[config.mk]
export PLATFORM = sky130hd
export DESIGN_NAME = x86_exec
export DESIGN_NICKNAME = d
export VERILOG_FILES = /design/src/design/x86_exec_pkg.sv /design/src/design/alu_flag_logic.sv /design/src/design/alu_daa.sv /design/src/design/alu32.sv /design/src/design/eflags_reg.sv /design/src/design/x86_exec.sv
export VERILOG_INCLUDE_DIRS = /design/src /design/src/design
export SDC_FILE = /design/constraint.sdc
export NUM_CORES = 1
export LEC_CHECK = 0
export BUFFER_PORTS_ARGS = -buffer_cell sky130_fd_sc_hd__buf_2
export CORE_MARGIN = 2
export CORE_UTILIZATION = 29
export DETAILED_ROUTE_END_ITERATION = 7
export GPL_TIMING_DRIVEN = 0
export PLACE_DENSITY_LB_ADDON = 0.25
export RECOVER_POWER = 50
export SYNTH_ARGS = -nofsm -noshare
export SYNTH_HDL_FRONTEND = slang
export SYNTH_SLANG_ARGS = --single-unit
[constraint.sdc]
create_clock -name clk -period 4.5 [get_ports clk]
set_input_delay 0.675 -clock clk [delete_from_list [all_inputs] [get_ports clk]]
set_output_delay 0.675 -clock clk [all_outputs]
set_load 0.1 [all_outputs]
[src/design/x86_exec_defines.svh]
`ifndef X86_EXEC_DEFINES_SVH
`define X86_EXEC_DEFINES_SVH

// Datapath width
`define DATA_W 32

// --------------------
// EFLAGS bit positions
// --------------------
`define CF_BIT 0
`define PF_BIT 2
`define AF_BIT 4
`define ZF_BIT 6
`define SF_BIT 7
`define DF_BIT 10
`define OF_BIT 11

// Only reserved bit 1 set out of reset
`define EFLAGS_RESET 32'h0000_0002

`endif

[src/design/x86_exec_pkg.sv]
package x86_exec_pkg;

	// --------------------
	// Opcodes, 3-bit field
	// --------------------
	typedef enum logic [2:0] {
		OP_ADD = 3'd0,
		OP_OR  = 3'd1,
		OP_NOT = 3'd2,
		OP_DAA = 3'd3,
		OP_AND = 3'd4,
		OP_CLD = 3'd5,
		OP_CMP = 3'd6,
		OP_STD = 3'd7
	} alu_op_e;

	// --------------------
	// Operand size
	// --------------------
	// Encoding 3 is not a legal size
	typedef enum logic [1:0] {
		SIZE_8  = 2'd0,
		SIZE_16 = 2'd1,
		SIZE_32 = 2'd2
	} data_size_e;

endpackage

[src/design/alu_flag_logic.sv]
`include "x86_exec_defines.svh"

module alu_flag_logic (
	input  x86_exec_pkg::data_size_e size,
	input  logic [`DATA_W-1:0]        res,
	input  logic [`DATA_W-1:0]        a,
	input  logic [`DATA_W-1:0]        b,
	input  logic [`DATA_W:0]          carry,
	input  logic                      sub,
	output logic                      sf,
	output logic                      zf,
	output logic                      pf,
	output logic                      cf,
	output logic                      of,
	output logic                      af
);
	import x86_exec_pkg::*;

	// carry[i] is the carry into bit i, carry[DATA_W] the final carry out
	// a and b are the effective adder operands, b already inverted for subtract

	logic [`DATA_W-1:0] sized_res;
	logic               sign_res;
	logic               sign_a;
	logic               sign_b;
	logic               carry_out;

	// --------------------
	// Pick the sized slice
	// --------------------
	always_comb begin
		case (size)
			SIZE_8: begin
				sized_res = {24'b0, res[7:0]};
				sign_res  = res[7];
				sign_a    = a[7];
				sign_b    = b[7];
				carry_out = carry[8];
			end
			SIZE_16: begin
				sized_res = {16'b0, res[15:0]};
				sign_res  = res[15];
				sign_a    = a[15];
				sign_b    = b[15];
				carry_out = carry[16];
			end
			// 32-bit, also catches the illegal code
			default: begin
				sized_res = res;
				sign_res  = res[`DATA_W-1];
				sign_a    = a[`DATA_W-1];
				sign_b    = b[`DATA_W-1];
				carry_out = carry[`DATA_W];
			end
		endcase
	end

	// --------------------
	// Flag equations
	// --------------------
	assign sf = sign_res;
	assign zf = (sized_res == '0);
	// Even parity, low byte only
	assign pf = ~^res[7:0];
	// Subtract reports a borrow
	assign cf = carry_out ^ sub;
	// Same input signs, different result sign
	assign of = (sign_a == sign_b) && (sign_res != sign_a);
	// Nibble carry, borrow on subtract
	assign af = carry[4] ^ sub;

endmodule

[src/design/alu_daa.sv]
module alu_daa (
	input  logic [7:0] al,
	input  logic       cf_in,
	input  logic       af_in,
	output logic [7:0] daa_result,
	output logic       cf,
	output logic       af
);

	// Decimal adjust of AL after a packed BCD add
	// Both decisions look at the original AL, not the partly adjusted one

	logic       low_fix;
	logic       high_fix;
	logic [7:0] al_low;

	// --------------------
	// Low digit
	// --------------------
	// Nibble above 9 or a half carry already out
	assign low_fix = (al[3:0] > 4'd9) || af_in;

	// Add 6 to skip the six unused codes
	assign al_low = low_fix ? (al + 8'h06) : al;

	// --------------------
	// High digit
	// --------------------
	// Whole byte above 99, or carry from the add
	assign high_fix = (al > 8'h99) || cf_in;

	assign daa_result = high_fix ? (al_low + 8'h60) : al_low;

	// --------------------
	// Flags
	// --------------------
	// Set exactly when the matching correction went in
	assign af = low_fix;
	assign cf = high_fix;

	// SF, ZF and PF come from the shared flag path in alu32

endmodule

[src/design/alu32.sv]
`include "x86_exec_defines.svh"

module alu32 (
	input  x86_exec_pkg::alu_op_e    op,
	input  x86_exec_pkg::data_size_e size,
	input  logic [`DATA_W-1:0]        a,
	input  logic [`DATA_W-1:0]        b,
	input  logic                      cf_in,
	input  logic                      af_in,
	output logic [`DATA_W-1:0]        alu_result,
	output logic [`DATA_W-1:0]        new_flags,
	output logic                      dest_we_next
);
	import x86_exec_pkg::*;

	logic [`DATA_W-1:0] size_mask;
	logic [`DATA_W:0]   sum_full;
	logic [`DATA_W:0]   diff_full;
	logic [`DATA_W:0]   sum_carry;
	logic [`DATA_W:0]   diff_carry;
	logic [`DATA_W-1:0] b_minus_a;
	logic [`DATA_W-1:0] not_a;
	logic [`DATA_W-1:0] shared_res;
	data_size_e         shared_size;
	logic [7:0]         daa_al;
	logic               daa_cf;
	logic               daa_af;
	logic               add_sf, add_zf, add_pf, add_cf, add_of, add_af;
	logic               cmp_sf, cmp_zf, cmp_pf, cmp_cf, cmp_of, cmp_af;

	// Results are zero-extended to the operand size
	always_comb begin
		case (size)
			SIZE_8:  size_mask = 32'h0000_00ff;
			SIZE_16: size_mask = 32'h0000_ffff;
			default: size_mask = 32'hffff_ffff;
		endcase
	end

	// --------------------
	// Adders
	// --------------------
	assign sum_full = {1'b0, a} + {1'b0, b};
	// Compare takes b minus a
	assign not_a     = ~a;
	assign diff_full = {1'b0, b} + {1'b0, not_a} + 33'd1;
	assign b_minus_a = diff_full[`DATA_W-1:0];

	// Internal carries recovered from the sum bits
	assign sum_carry  = {sum_full[`DATA_W], a ^ b ^ sum_full[`DATA_W-1:0]};
	assign diff_carry = {diff_full[`DATA_W], b ^ not_a ^ b_minus_a};

	alu_daa u_alu_daa (
		.al         (a[7:0]),
		.cf_in      (cf_in),
		.af_in      (af_in),
		.daa_result (daa_al),
		.cf         (daa_cf),
		.af         (daa_af)
	);

	// Shared SF/ZF/PF path for ADD, logic ops and DAA
	always_comb begin
		shared_size = size;
		case (op)
			OP_OR:   shared_res = a | b;
			OP_AND:  shared_res = a & b;
			OP_DAA: begin
				shared_res  = {24'b0, daa_al};
				shared_size = SIZE_8;
			end
			default: shared_res = sum_full[`DATA_W-1:0];
		endcase
	end

	alu_flag_logic u_add_flags (
		.size  (shared_size),
		.res   (shared_res),
		.a     (a),
		.b     (b),
		.carry (sum_carry),
		.sub   (1'b0),
		.sf    (add_sf),
		.zf    (add_zf),
		.pf    (add_pf),
		.cf    (add_cf),
		.of    (add_of),
		.af    (add_af)
	);

	// Effective subtract operands so OF sees inverted a
	alu_flag_logic u_cmp_flags (
		.size  (size),
		.res   (b_minus_a),
		.a     (b),
		.b     (not_a),
		.carry (diff_carry),
		.sub   (1'b1),
		.sf    (cmp_sf),
		.zf    (cmp_zf),
		.pf    (cmp_pf),
		.cf    (cmp_cf),
		.of    (cmp_of),
		.af    (cmp_af)
	);

	// --------------------
	// Result and flag select
	// --------------------
	always_comb begin
		new_flags = '0;
		case (op)
			OP_ADD: begin
				alu_result            = sum_full[`DATA_W-1:0] & size_mask;
				new_flags[`OF_BIT]    = add_of;
				new_flags[`AF_BIT]    = add_af;
				new_flags[`CF_BIT]    = add_cf;
			end
			OP_OR, OP_AND: alu_result = shared_res & size_mask;
			OP_NOT:        alu_result = not_a & size_mask;
			OP_DAA: begin
				alu_result            = {24'b0, daa_al};
				new_flags[`AF_BIT]    = daa_af;
				new_flags[`CF_BIT]    = daa_cf;
			end
			OP_CMP: begin
				// Difference still reaches the result bus while dest_we stays low
				alu_result            = b_minus_a & size_mask;
				new_flags[`OF_BIT]    = cmp_of;
				new_flags[`SF_BIT]    = cmp_sf;
				new_flags[`ZF_BIT]    = cmp_zf;
				new_flags[`AF_BIT]    = cmp_af;
				new_flags[`PF_BIT]    = cmp_pf;
				new_flags[`CF_BIT]    = cmp_cf;
			end
			OP_STD: begin
				alu_result            = '0;
				new_flags[`DF_BIT]    = 1'b1;
			end
			// CLD leaves the DF candidate at zero
			default: alu_result = '0;
		endcase
		// Shared path feeds SF, ZF and PF of ADD, OR, AND and DAA
		if (op inside {OP_ADD, OP_OR, OP_AND, OP_DAA}) begin
			new_flags[`SF_BIT] = add_sf;
			new_flags[`ZF_BIT] = add_zf;
			new_flags[`PF_BIT] = add_pf;
		end
	end

	// Compare and DF ops leave the destination alone
	assign dest_we_next = !(op inside {OP_CMP, OP_CLD, OP_STD});

	// Sized ops would fall back to 32-bit flags on the bad code
	always_comb begin
		if (op inside {OP_ADD, OP_OR, OP_AND, OP_CMP})
			assert (size != SIZE_32 + 2'd1) else $error("alu32: illegal data size 3");
	end

endmodule

[src/design/eflags_reg.sv]
`include "x86_exec_defines.svh"

module eflags_reg (
	input  logic                   clk,
	input  logic                   rst_n,
	input  logic                   op_valid,
	input  x86_exec_pkg::alu_op_e  op,
	input  logic [`DATA_W-1:0]     new_flags,
	output logic [`DATA_W-1:0]     eflags
);
	import x86_exec_pkg::*;

	// --------------------
	// Write masks
	// --------------------
	// Six status flags
	localparam logic [`DATA_W-1:0] STATUS_MASK = (1 << `OF_BIT) | (1 << `SF_BIT) |
		(1 << `ZF_BIT) | (1 << `AF_BIT) | (1 << `PF_BIT) | (1 << `CF_BIT);
	// Direction flag alone
	localparam logic [`DATA_W-1:0] DF_MASK = 1 << `DF_BIT;

	logic [`DATA_W-1:0] write_mask;
	logic [`DATA_W-1:0] eflags_next;

	// Bits an op clears arrive as zeros in new_flags
	// so OR, AND and DAA share the status mask with ADD and CMP
	always_comb begin
		case (op)
			OP_ADD, OP_CMP,
			OP_OR, OP_AND,
			OP_DAA:         write_mask = STATUS_MASK;
			OP_CLD, OP_STD: write_mask = DF_MASK;
			// NOT touches no flag
			default:        write_mask = '0;
		endcase
	end

	// Merge, bit 1 pinned high
	assign eflags_next = (eflags & ~write_mask) | (new_flags & write_mask) | `EFLAGS_RESET;

	// --------------------
	// Register
	// --------------------
	always_ff @(posedge clk) begin
		if (!rst_n) begin
			eflags <= `EFLAGS_RESET;
		end else if (op_valid) begin
			eflags <= eflags_next;
		end
	end

	// Only the seven flags move, bit 1 always set
	a_reserved_bits: assert property (
		@(posedge clk) disable iff (!rst_n)
		(eflags & ~(STATUS_MASK | DF_MASK)) == `EFLAGS_RESET
	) else $error("eflags_reg: reserved bits corrupted");

endmodule

[src/design/x86_exec.sv]
`include "x86_exec_defines.svh"

module x86_exec (
	input  logic                     clk,
	input  logic                     rst_n,
	input  logic                     op_valid,
	input  x86_exec_pkg::alu_op_e    op,
	input  x86_exec_pkg::data_size_e size,
	input  logic [`DATA_W-1:0]       a,
	input  logic [`DATA_W-1:0]       b,
	output logic                     result_valid,
	output logic [`DATA_W-1:0]       result,
	output logic                     dest_we,
	output logic [`DATA_W-1:0]       eflags
);

	logic [`DATA_W-1:0] alu_result;
	logic [`DATA_W-1:0] new_flags;
	logic               dest_we_next;

	// --------------------
	// Datapath
	// --------------------
	// DAA reads CF and AF straight from the architectural register
	// so back to back ops see the previous op's flags
	alu32 u_alu32 (
		.op           (op),
		.size         (size),
		.a            (a),
		.b            (b),
		.cf_in        (eflags[`CF_BIT]),
		.af_in        (eflags[`AF_BIT]),
		.alu_result   (alu_result),
		.new_flags    (new_flags),
		.dest_we_next (dest_we_next)
	);

	// Flags commit on the same edge as the result
	eflags_reg u_eflags_reg (
		.clk       (clk),
		.rst_n     (rst_n),
		.op_valid  (op_valid),
		.op        (op),
		.new_flags (new_flags),
		.eflags    (eflags)
	);

	// --------------------
	// Output registers
	// --------------------
	always_ff @(posedge clk) begin
		if (!rst_n) begin
			result_valid <= 1'b0;
			result       <= '0;
			dest_we      <= 1'b0;
		end else begin
			// One cycle latency, no stall
			result_valid <= op_valid;
			// Result and write enable hold while idle
			if (op_valid) begin
				result  <= alu_result;
				dest_we <= dest_we_next;
			end
		end
	end

	// Two valid results in a row need two sampled ops in a row
	a_valid_pairs: assert property (
		@(posedge clk) disable iff (!rst_n)
		(result_valid && $past(result_valid)) |-> ($past(op_valid) && $past(op_valid, 2))
	) else $error("x86_exec: result_valid without matching op_valid");

endmodule

==> results.cfg <==
[status]
status = finished clean

[setup_path]
cp.arrival_ns = 4.61
crit_type = primary input to register
cp_max_fo = 10
worst_setup_path_start_kind = primary input
end_kind = register
reg2reg_slack_ns = 0.56
ff2ff_path_depth = 19
cp_data_required_time_ns = 4.70

[drt]
first_pass_iters = 6
first_iter_violations = 1288
drc = 0
via_per_inst = 5.88
post_drt_wl_per_cell_um = 22.8
dr_total_vias = 10841
antenna_left = 0
wl_mm = 42.0

[die]
initial_core_util = 0.296
die_h_um = 181
coreArea_mm2 = 0.0307
rows = 64
dieArea_mm2 = 0.0328
io_pins = 138
die_w_um = 181

[hold_path]
min_path_type = register to register
hold_start = result[19]$_SDFFE_PN0P_
hold-path-cell-count = 2
hold_end = result[19]$_SDFFE_PN0P_

[cts]
cts_buffers = 5
cts_tree = built
clk_latency_ns = 0.28
htreeDepth = 2
hold_buffers = 0
clk_pin_slew_ns = 0.06
clock_sinks = 41
cts_root_buf = clkbuf_16
clock_path_buffers = 2

[global_routing]
grt_pass1_vias = 9989
grt_pass1_wl_mm = 62.1
grt_usage = 0.243
grt_max_degree = 20
overflow = 0
antenna_found_initial = 0

[timing]
period_share = 0.981
worst_pin_slew_ns = 1.19
final-hold-violation-count = 0
finalSetupViolCount = 0
fmax_mhz = 226
fin_ws_ns = 0.0843
fin_crit_ns = 4.42
slew_viol_final = 0
finClkSkew_ns = 0.00584
slew_headroom = 0.209

[layout]
layout_commonest_cell = o21ai_0
syn2layout_area_growth_pct = 16.8
final_cell_mix = o21ai_0, nor2_1, ha_1, a21oi_1, inv_1
fin_cells = 1843
final_util = 0.346
diodes = 0
final_nets = 1627
layout-drive-gt1-share = 0.153

[logic_synthesis]
synth-edff-count = 0
syn-instance-count = 1303
ys_ff_latch = 41
synthArstFlopShare = 0
ys_seq_area_frac = 0.0902
syn_area_mm2 = 0.00910
ys_warn_count = 0
syn_avg_cell_area_um2 = 6.98
ys.flop_type = dfxtp_1
ys_types = 104

[placement]
place_ws_ns = -0.985
placedCellCount = 1831
gp_congestion = 0.967
dp_hpwl_mm = 34.1
io_buffers = 109

[job]
cap_violations = 0

[pwr]
power_w = 0.00249
power_density_mw_per_mm2 = 234
p_leak_nw = 4.46
ir_drop_uv = 163
[cell families (layout without fill, tap and decap cells)]
family	count (synthesis)	after routing	share of synthesized area
AO/OA/AOI/OAI	482	482	0.363
XOR/XNOR	59	59	0.0585
adder cells (fa/ha/maj)	108	108	0.150
buffers and inverters	206	327	0.104
flip-flops	41	41	0.0902
multiplexers	12	12	0.0132
other	2	25	0.000826
AND/OR/NAND/NOR	393	393	0.221
[how the worst max path moves through the flow]
stage	to	slack (ns)	from	depth (start not counted)
3_5_place_dp	register	-0.99	op[2]	18
6_report	register	0.08	op[1]	15
3_3_place_gp	register	-1.03	op[2]	18
5_1_grt	register	-0.02	a[1]	21
4_1_cts	register	0.001	a[1]	21
2_1_floorplan	register	0.41	a[3]	21
[power breakdown]
| group | internal [W] | switching [W] |
|---|---|---|
| logic | 0.000521 | 0.00117 |
| registers | 0.000386 | 0.0000157 |
| clock network | 0.000257 | 0.000139 |
| total | 0.00116 | 0.00132 |
[critical path, cell delays in order]
cell and delay (ns):
clkbuf_1 0.22, nor2_1 0.57, clkbuf_1 0.67, mux2i_1 0.27, a21oi_1 0.09, a21oi_1 0.17, ha_1 0.16, and4_4 0.24
o2111ai_2 0.12, a211o_1 0.29, nor4_4 0.18, a41oi_2 0.25, nor4_4 0.34, o2111ai_2 0.17, o211ai_2 0.22
[final cells by class]
| type | instances | area (µm²) |
|---|---|---|
| sequential | 41 | 821 |
| tap | 396 | 495 |
| timing repair buffer | 117 | 563 |
| fill | 3397 | 20100 |
| multi-input combinational | 1079 | 7640 |
| clock buffer | 5 | 125 |
| clock inverter | 2 | 35.0 |
| inverter | 101 | 383 |
| buffer | 102 | 562 |
[per-stage QoR]
stage          setup TNS, ns  cell area [µm²]  hold slack [ns]
3_3_place_gp           -1.03            10200            0.443
6_report                   0            10600            0.455
3_5_place_dp          -0.985            10200            0.446
2_1_floorplan              0             9180            0.528
5_1_grt              -0.0240            10600            0.475
4_1_cts                    0            10500            0.453
[Yosys cell counts, types with 29 or more instances]
master	number	area [µm²]
nand2_1	79	297
nor2b_1	29	181
o21ai_0	119	596
nor3_1	31	155
dfxtp_1	41	821
clkbuf_1	53	199
xnor2_1	45	394
ha_1	106	1330
a21oi_1	102	510
buf_4	31	233
a22oi_1	29	218
nor2_1	115	432
inv_1	95	357
[timing repair]
item	in CTS	in global routing
buffers inserted	3	5
resized for setup	22	36
cloned	0	0
endpoints found under the setup margin	1	1
pin swaps	2	12
[layer usage]
| layer | vias to the layer above | global-route usage | part of all wire |
|---|---|---|---|
| li1 | 4975 | - | - |
| met1 | 5105 | 0.343 | 0.44 |
| met2 | 656 | 0.374 | 0.42 |
| met3 | 105 | 0.0445 | 0.11 |
| met4 | 0 | 0.0741 | 0.035 |
| met5 | - | 0 | 0 |
Power figures use the tool's default switching activity.
